--- src/hdl/disp_pkg.sv ---
// display-side types shared by the frame buffer and the sequencer
// coordinates are 8 bits, so the screen is at most 256 by 256 pixels
// pixels are 16 bits, sent high byte first

package disp_pkg;

	// x or y position on the screen
	typedef logic [7:0] coord_t;

	// one 16 bit pixel, split into the two bytes sent on the link
	typedef struct packed {
		logic [7:0] hi;
		logic [7:0] lo;
	} pixel_t;

	// host write payload, valid together with the write strobe
	typedef struct packed {
		coord_t x;
		coord_t y;
		pixel_t pix;
	} fb_write_t;

	// sequencer FSM states
	typedef enum logic [2:0] {
		reset_wait,
		write_init,
		next_init,
		fetch,
		write_hi,
		write_lo,
		next_pixel,
		idle
	} ctrl_state_t;

endpackage

--- src/hdl/serial_pkg.sv ---
// serial-link types for the display pins and the byte transmitter
// one word on the link is one byte

package serial_pkg;

	// one byte on the link
	typedef logic [7:0] ser_word_t;

	// display pins
	typedef struct packed {
		logic vid_rst;
		logic sclk;
		logic sdata;
	} ser_line_t;

	// transmitter FSM
	typedef enum logic {
		tx_idle,
		tx_shift
	} tx_state_t;

endpackage

--- src/hdl/frame_buffer.sv ---
// pixel memory, row major, address = y * screen_width + x
// writes outside the screen are dropped, reads have one cycle latency
// after reset a clear pass zeroes every pixel the host has not written yet;
// it steps only in cycles without a host write, so it needs that many free cycles
`timescale 1ns/1ps

module frame_buffer #(
	parameter int screen_width = 8,
	parameter int screen_height = 4
) (
	input logic in_clk,
	input logic in_rst,
	input logic wr,
	input disp_pkg::fb_write_t wdata,
	input disp_pkg::coord_t rd_x,
	input disp_pkg::coord_t rd_y,
	output disp_pkg::pixel_t rd_pix
);

	localparam int depth = screen_width * screen_height;
	localparam int addr_w = (depth > 1) ? $clog2(depth) : 1;

	disp_pkg::pixel_t mem [depth];
	logic [depth-1:0] dirty;
	logic [addr_w-1:0] clr_cnt;
	logic clearing;
	logic host_we;
	logic clr_we;
	logic [addr_w-1:0] wr_addr;
	logic [addr_w-1:0] rd_addr;

	assign host_we = wr && (int'(wdata.x) < screen_width) && (int'(wdata.y) < screen_height);
	assign wr_addr = addr_w'(int'(wdata.y) * screen_width + int'(wdata.x));
	assign rd_addr = addr_w'(int'(rd_y) * screen_width + int'(rd_x));
	// host data already in place must survive the clear pass
	assign clr_we = clearing && !host_we && !dirty[clr_cnt];

	always_ff @(posedge in_clk) begin
		if (host_we) begin
			mem[wr_addr] <= wdata.pix;
		end else if (clr_we) begin
			mem[clr_cnt] <= '0;
		end
		rd_pix <= mem[rd_addr];
	end

	// clear counter
	always_ff @(posedge in_clk or posedge in_rst) begin
		if (in_rst) begin
			clearing <= 1'b1;
			clr_cnt <= '0;
			dirty <= '0;
		end else begin
			if (host_we) begin
				dirty[wr_addr] <= 1'b1;
			end
			if (clearing && !host_we) begin
				if (clr_cnt == addr_w'(depth - 1)) begin
					clearing <= 1'b0;
				end else begin
					clr_cnt <= clr_cnt + 1'b1;
				end
			end
		end
	end

endmodule

--- src/hdl/serial_display.sv ---
// serial pixel display controller, everything on in_clk
// host writes pixels with a one cycle strobe, start resends the frame
// out_busy is high from reset until the last byte of a frame is out
`timescale 1ns/1ps

module serial_display #(
	parameter int screen_width = 8,
	parameter int screen_height = 4,
	parameter int clk_div = 4,
	parameter int reset_wait = 40
) (
	input logic in_clk,
	input logic in_rst,
	input logic in_wr,
	input disp_pkg::fb_write_t in_wdata,
	input logic in_start,
	output serial_pkg::ser_line_t out_line,
	output logic out_busy
);

	disp_pkg::coord_t rd_x;
	disp_pkg::coord_t rd_y;
	disp_pkg::pixel_t rd_pix;
	serial_pkg::ser_word_t tx_data;
	logic tx_enable;
	logic word_done;
	logic vid_rst;
	logic sclk;
	logic sdata;

	frame_buffer #(
		.screen_width(screen_width),
		.screen_height(screen_height)
	) frame_buffer_inst (
		.in_clk(in_clk),
		.in_rst(in_rst),
		.wr(in_wr),
		.wdata(in_wdata),
		.rd_x(rd_x),
		.rd_y(rd_y),
		.rd_pix(rd_pix)
	);

	video_serial #(
		.screen_width(screen_width),
		.screen_height(screen_height),
		.reset_wait(reset_wait)
	) video_serial_inst (
		.in_clk(in_clk),
		.in_rst(in_rst),
		.start(in_start),
		.rd_pix(rd_pix),
		.rd_x(rd_x),
		.rd_y(rd_y),
		.tx_enable(tx_enable),
		.tx_data(tx_data),
		.word_done(word_done),
		.vid_rst(vid_rst),
		.busy(out_busy)
	);

	serial_tx #(
		.clk_div(clk_div)
	) serial_tx_inst (
		.in_clk(in_clk),
		.in_rst(in_rst),
		.tx_enable(tx_enable),
		.tx_data(tx_data),
		.sclk(sclk),
		.sdata(sdata),
		.word_done(word_done)
	);

	// display pins
	assign out_line.vid_rst = vid_rst;
	assign out_line.sclk = sclk;
	assign out_line.sdata = sdata;

endmodule

--- src/hdl/serial_tx.sv ---
// byte transmitter, MSB first, sclk idles high and sdata idles low
// each sclk half period lasts clk_div cycles of in_clk, clk_div >= 1
// tx_data is taken when a byte starts; it is not loaded while word_done is high
// dropping tx_enable aborts the byte and returns the line to idle
`timescale 1ns/1ps

module serial_tx #(
	parameter int clk_div = 4
) (
	input logic in_clk,
	input logic in_rst,
	input logic tx_enable,
	input serial_pkg::ser_word_t tx_data,
	output logic sclk,
	output logic sdata,
	output logic word_done
);

	localparam int word_bits = $bits(serial_pkg::ser_word_t);
	localparam int bit_w = $clog2(word_bits);
	localparam int div_w = (clk_div > 1) ? $clog2(clk_div) : 1;

	serial_pkg::tx_state_t state;
	serial_pkg::ser_word_t shreg;
	logic [div_w-1:0] div_cnt;
	logic [bit_w-1:0] bit_cnt;
	logic phase_hi;
	logic load;
	logic div_end;
	logic last_bit;

	// start a byte only once the controller had a cycle to update tx_data
	assign load = (state == serial_pkg::tx_idle) && tx_enable && !word_done;
	assign div_end = (div_cnt == div_w'(clk_div - 1));
	assign last_bit = (bit_cnt == bit_w'(word_bits - 1));

	// data is valid during the low phase and held through the rising edge
	assign sclk = (state == serial_pkg::tx_shift) ? phase_hi : 1'b1;
	assign sdata = (state == serial_pkg::tx_shift) ? shreg[word_bits-1] : 1'b0;

	// ----------------------------------------
	// bit timing
	// ----------------------------------------
	always_ff @(posedge in_clk or posedge in_rst) begin
		if (in_rst) begin
			state <= serial_pkg::tx_idle;
			div_cnt <= '0;
			bit_cnt <= '0;
			phase_hi <= 1'b0;
			word_done <= 1'b0;
		end else begin
			word_done <= 1'b0;
			case (state)
				serial_pkg::tx_idle: begin
					if (load) begin
						state <= serial_pkg::tx_shift;
						div_cnt <= '0;
						bit_cnt <= '0;
						phase_hi <= 1'b0;
					end
				end
				serial_pkg::tx_shift: begin
					if (!tx_enable) begin
						state <= serial_pkg::tx_idle;
					end else if (div_end) begin
						div_cnt <= '0;
						phase_hi <= !phase_hi;
						// end of the high phase closes one bit
						if (phase_hi) begin
							if (last_bit) begin
								word_done <= 1'b1;
								state <= serial_pkg::tx_idle;
							end else begin
								bit_cnt <= bit_cnt + 1'b1;
							end
						end
					end else begin
						div_cnt <= div_cnt + 1'b1;
					end
				end
				default: state <= serial_pkg::tx_idle;
			endcase
		end
	end

	// shift register, msb leaves first
	always_ff @(posedge in_clk) begin
		if (load) begin
			shreg <= tx_data;
		end else if (state == serial_pkg::tx_shift && div_end && phase_hi && !last_bit) begin
			shreg <= {shreg[word_bits-2:0], 1'b0};
		end
	end

endmodule

--- src/hdl/video_serial.sv ---
// display sequencer: reset wait, two init bytes, then the frame row major
// each pixel goes out as two bytes, high byte first
// start is only taken in idle, a strobe during a frame is dropped
// reset_wait must be at least 1
`timescale 1ns/1ps

module video_serial #(
	parameter int screen_width = 8,
	parameter int screen_height = 4,
	parameter int reset_wait = 40
) (
	input logic in_clk,
	input logic in_rst,
	input logic start,
	input disp_pkg::pixel_t rd_pix,
	output disp_pkg::coord_t rd_x,
	output disp_pkg::coord_t rd_y,
	output logic tx_enable,
	output serial_pkg::ser_word_t tx_data,
	input logic word_done,
	output logic vid_rst,
	output logic busy
);

	localparam int num_init = 2;
	localparam serial_pkg::ser_word_t init_bytes [num_init] = '{8'hff, 8'h00};
	localparam int init_w = (num_init > 1) ? $clog2(num_init) : 1;
	localparam int wait_w = $clog2(reset_wait + 1);

	disp_pkg::ctrl_state_t state;
	disp_pkg::ctrl_state_t state_next;
	logic [wait_w-1:0] wait_cnt;
	logic [wait_w-1:0] wait_next;
	logic [init_w-1:0] init_cnt;
	logic [init_w-1:0] init_next;
	disp_pkg::coord_t x_cnt;
	disp_pkg::coord_t x_next;
	disp_pkg::coord_t y_cnt;
	disp_pkg::coord_t y_next;
	disp_pkg::pixel_t pix_q;

	// read address runs one cycle ahead, so rd_pix is valid in fetch
	assign rd_x = x_next;
	assign rd_y = y_next;
	assign vid_rst = (state == disp_pkg::reset_wait);
	assign busy = (state != disp_pkg::idle);

	always_ff @(posedge in_clk or posedge in_rst) begin
		if (in_rst) begin
			state <= disp_pkg::reset_wait;
			wait_cnt <= '0;
			init_cnt <= '0;
			x_cnt <= '0;
			y_cnt <= '0;
		end else begin
			state <= state_next;
			wait_cnt <= wait_next;
			init_cnt <= init_next;
			x_cnt <= x_next;
			y_cnt <= y_next;
		end
	end

	// both bytes of a pixel come from this one read
	always_ff @(posedge in_clk) begin
		if (state == disp_pkg::fetch) begin
			pix_q <= rd_pix;
		end
	end

	always_comb begin
		state_next = state;
		wait_next = wait_cnt;
		init_next = init_cnt;
		x_next = x_cnt;
		y_next = y_cnt;
		tx_enable = 1'b0;
		tx_data = '0;

		case (state)
			disp_pkg::reset_wait: begin
				if (wait_cnt == wait_w'(reset_wait - 1)) begin
					state_next = disp_pkg::write_init;
				end else begin
					wait_next = wait_cnt + 1'b1;
				end
			end

			// ----------------------------------------
			// init bytes
			// ----------------------------------------
			disp_pkg::write_init: begin
				tx_enable = 1'b1;
				tx_data = init_bytes[init_cnt];
				if (word_done) begin
					state_next = disp_pkg::next_init;
				end
			end
			disp_pkg::next_init: begin
				if (init_cnt == init_w'(num_init - 1)) begin
					x_next = '0;
					y_next = '0;
					state_next = disp_pkg::fetch;
				end else begin
					init_next = init_cnt + 1'b1;
					state_next = disp_pkg::write_init;
				end
			end

			// ----------------------------------------
			// pixel stream
			// ----------------------------------------
			disp_pkg::fetch: begin
				state_next = disp_pkg::write_hi;
			end
			disp_pkg::write_hi: begin
				tx_enable = 1'b1;
				tx_data = pix_q.hi;
				if (word_done) begin
					state_next = disp_pkg::write_lo;
				end
			end
			disp_pkg::write_lo: begin
				tx_enable = 1'b1;
				tx_data = pix_q.lo;
				if (word_done) begin
					state_next = disp_pkg::next_pixel;
				end
			end
			disp_pkg::next_pixel: begin
				state_next = disp_pkg::fetch;
				if (x_cnt == disp_pkg::coord_t'(screen_width - 1)) begin
					x_next = '0;
					if (y_cnt == disp_pkg::coord_t'(screen_height - 1)) begin
						y_next = '0;
						state_next = disp_pkg::idle;
					end else begin
						y_next = y_cnt + 8'd1;
					end
				end else begin
					x_next = x_cnt + 8'd1;
				end
			end

			// frame done, resend only on start
			disp_pkg::idle: begin
				if (start) begin
					x_next = '0;
					y_next = '0;
					state_next = disp_pkg::fetch;
				end
			end
			default: state_next = disp_pkg::idle;
		endcase
	end

endmodule

--- config.mk ---
export PLATFORM = sky130hd
export DESIGN_NAME = serial_display
export DESIGN_NICKNAME = d
export VERILOG_FILES = /design/src/hdl/disp_pkg.sv /design/src/hdl/serial_pkg.sv /design/src/hdl/frame_buffer.sv /design/src/hdl/serial_display.sv /design/src/hdl/serial_tx.sv /design/src/hdl/video_serial.sv
export SDC_FILE = /design/constraint.sdc
export NUM_CORES = 1
export LEC_CHECK = 0
export BUFFER_PORTS_ARGS = -buffer_cell sky130_fd_sc_hd__buf_4
export CAP_MARGIN = 10
export CELL_PAD_IN_SITES_DETAIL_PLACEMENT = 1
export CELL_PAD_IN_SITES_GLOBAL_PLACEMENT = 2
export CORE_UTILIZATION = 35
export CTS_CLUSTER_DIAMETER = 30
export CTS_CLUSTER_SIZE = 16
export DETAILED_ROUTE_END_ITERATION = 8
export PLACE_DENSITY = 0.68
export SLEW_MARGIN = 10
export SYNTH_ARGS = -nofsm -noshare
export SYNTH_HDL_FRONTEND = slang
export SYNTH_SLANG_ARGS = --single-unit
export TNS_END_PERCENT = 100
--- constraint.sdc ---
create_clock -name in_clk -period 3.1 [get_ports in_clk]
set_input_delay 0.155 -clock in_clk [delete_from_list [all_inputs] [get_ports in_clk]]
set_output_delay 0.155 -clock in_clk [all_outputs]
set_load 0.01 [all_outputs]
==> run metrics <==
area leader, netlist=edfxtp_1; commonest non-fill, non-tap cell in the layout=edfxtp_1; clock share of power=0.596; Post-synth EDFFs=536; CP Launch Point=video_serial_inst.x_cnt[6]; worst hold margin=0.05431 ns; Hold Crit Class=input port to flop; share of cells above drive strength 1=0.2752; fmax=329.2 MHz; Ys Warns=0; clk sinks=624; vias in the first global route=16,890; Crit Path Class=flop to flop; startpoint types=flop; crit path time final=3.038 ns; H-tree depth=4; Worst-Skew Late Latency=0.70 ns; Num CTS Buffers=134; DP Cell Count=2,727; Seq cells post-synth=624; WL per Instance=24.62 microns; Die ar.=73,060 sq um; Pre-antenna DRT Iters=4; final worst path period share=0.9799; instance count of the mapped netlist=1,663; gr ovfl total=0; Slew Limit Fails=0; Initial Util=0.3530; share of the synthesized area in the top cell type=0.6389; CP cell instances=nor4b_2 -> nand3_1 -> or3_1 -> o21ai_2 -> ha_4 -> xnor3_2 -> buf_4 -> a2111oi_0 -> nor3_1; HPWL after detailed placement=44,730 microns; die height=270.3 microns; Static Leak=13.08 nW; RSZ-0062 raised after global routing=true; Syn-to-layout area delta=33.38%; Top Ports=40; CTS Root Cell=clkbuf_16; reg2reg start=video_serial_inst.x_cnt[6]; status=complete, no violations; Flop pwr share=0.389; Site Rows=98; hold path start=in_wdata[0]; final core occ=0.4709; initial antenna violation count=1; largest net degree at the start of global routing=69; Crit Path Max Fanout=16; mean area per synthesized cell=15.15 sq um; pwr dens=699.8 nW/um^2; first-pass GRT wire length=108,500 microns; Net Switching=4.850 mW; Synth Net Count=1,709; Worst EP required=3.64 ns; clock-pin slew on the worst setup and hold paths=0.05 ns; ANT cells=0; most frequent cells in the layout=536 x edfxtp_1, 214 x nand2_1, 182 x buf_4, 142 x clkbuf_16, 112 x mux2i_1; Sw Share=0.2063; synth unique cells=72; final hold vios=0; Die W=270.3 microns; Least-Margin Pin Slew=1.014 ns; DRT iter0 DRCs=1,198; clk_skew=0.02597 ns; Area contributors post-synth=edfxtp_1 64%, dfrtp_1 7.1%, mux2i_1 4.4%; DR vias=16,070; NumNets Final=1,998; I/O Buffers=39; CP endpoint kind=flop; Total GRT Usage=0.2021; power share of the combinational group=0.015; Relative slew margins=0.3166; Layout Cells excl Fill=3,010; Routed WL=74,100 microns; register area share after synthesis=0.7232; CTS tree=done; Critical Path Max Stage Delay=0.46 ns; Post-DRT Antenna Nets=0; VDD IR-drop max=0.5056 mV; Clock Path Buffers=3; Async SR Flop Fraction=0.1154; most used flip-flop cell after synthesis=edfxtp_1; Final setup viols=0; WP data arrival=3.58 ns; Post-route DRC=0; CP max-delay cell=a2111oi_0; Placer Congestion=0.8436; post-route design area=33,600 sq um; Int Pwr=18.67 mW; Power Total=23.52 mW; max-cap viol count=0; Vias per Instance=5.340; core footprint=71,360 sq um; mapped cell area=25,190 sq um; Placed Area=28,380 sq um
cell usage after synthesis, types with 5 or more instances:
library cell,number
o21ai_0,36
xnor2_1,8
buf_4,11
buf_2,31
o31ai_1,5
mux4_2,11
nor3_1,21
ha_1,10
a2111oi_0,29
mux2_2,10
o211ai_1,16
nand3_1,14
a221oi_1,43
inv_1,11
a22oi_1,36
dfxtp_1,16
nor2b_1,12
nand2_1,214
edfxtp_1,536
mux4_1,5
and2_1,22
nor2_1,56
a32oi_1,8
a21oi_1,101
mux2i_1,112
a21o_1,35
a32o_1,46
and3_1,15
clkbuf_1,54
dfrtp_1,71
state kept, by name, summed over array words and instances, names as in the netlist:
| signal | count |
|---|---|
| video_serial_inst.pix_q | 16 |
| serial_tx_inst.shreg | 8 |
| video_serial_inst.state | 3 |
| serial_tx_inst.state | 1 |
| serial_tx_inst.bit_cnt | 3 |
| frame_buffer_inst.dirty | 32 |
| frame_buffer_inst.clearing | 1 |
| serial_tx_inst.word_done | 1 |
| video_serial_inst.x_cnt | 8 |
| video_serial_inst.y_cnt | 8 |
| frame_buffer_inst.clr_cnt | 5 |
| video_serial_inst.init_cnt | 1 |
| frame_buffer_inst.rd_pix | 16 |
| serial_tx_inst.phase_hi | 1 |
| serial_tx_inst.div_cnt | 2 |
| frame_buffer_inst.mem | 512 |
| video_serial_inst.wait_cnt | 6 |
cell type report:
| cell class | instances | area [sq um] |
|---|---|---|
| Clock buffer | 166 | 3641 |
| Clock inverter | 78 | 859.6 |
| Fill cell | 6926 | 37760 |
| Inverter | 13 | 58.81 |
| Multi-Input combinational cell | 922 | 6859 |
| Sequential cell | 624 | 18220 |
| Tap cell | 950 | 1189 |
| Timing Repair Buffer | 257 | 2775 |
worst max-delay path, delay by kind of cell, from the launching register on:
family,cells,cell delay (ns)
buffers and inverters,1,0.27
AND/OR/NAND/NOR,4,1.03
adder cells (fa/ha/maj),1,0.19
XOR/XNOR,1,0.38
AO/OA/AOI/OAI,2,0.65
flip-flops,1,0.39
final timing paths:
check	endpoint	slack, ns	cells after the start
max	frame_buffer_inst.rd_pix[9]	0.06	9
min	frame_buffer_inst.mem[26][0]	0.05	3
max reg2reg	frame_buffer_inst.rd_pix[9]	0.06	9
min reg2reg	video_serial_inst.pix_q[13]	0.41	0
max in group asynchronous	video_serial_inst.state[1]	1.95	4
min in group asynchronous	frame_buffer_inst.dirty[13]	0.21	3
through the flow:
step | worst slack, ns | TNS, ns
3_3_place_gp | -0.6975 | -27.47
3_5_place_dp | -0.6017 | -47.10
2_1_floorplan | -0.2407 | -51.23
5_1_grt | -0.1463 | -0.1921
6_report | 0.06238 | 0
4_1_cts | -0.03576 | -0.7326
logic make-up (layout without fill, tap and decap cells):
kind of cell / Yosys count / after routing / synth area share
compound gates: 376 / 376 / 0.1087
mux: 142 / 142 / 0.06730
simple gates: 380 / 380 / 0.06804
fa+ha+maj: 10 / 10 / 0.004966
buf+inv: 117 / 514 / 0.02180
xor+xnor: 14 / 14 / 0.006059
flops: 624 / 624 / 0.7232
metal layers:
layer / routed length, microns / part of all wire / track usage
met2: 35470 / 0.48 / 0.3200
met1: 32370 / 0.44 / 0.2656
met3: 3867 / 0.052 / 0.04383
met4: 2390 / 0.032 / 0.09218
met5: 0 / 0 / 0
power by group through the flow:
| stage | clock, mW | combinational [mW] | sequential, mW |
|---|---|---|---|
| global placement | 0 | 0.337 | 9.28 |
| global route | 14.6 | 0.386 | 9.13 |
| floorplan | 0 | 0.118 | 9.29 |
| finish | 14.0 | 0.364 | 9.14 |
| CTS | 14.3 | 0.366 | 9.14 |
| detailed placement | 0 | 0.348 | 9.28 |
what timing repair did:
action                                 4_1_cts  5_1_grt
endpoints found under the hold margin       60        0
hold buffers                                11        0
pin swaps                                    0        8
setup buffers                                4       23
gates resized for setup                     31       39
setup endpoints to repair                  503      526
cloned                                       0        2
Power figures use the tool's default switching activity.
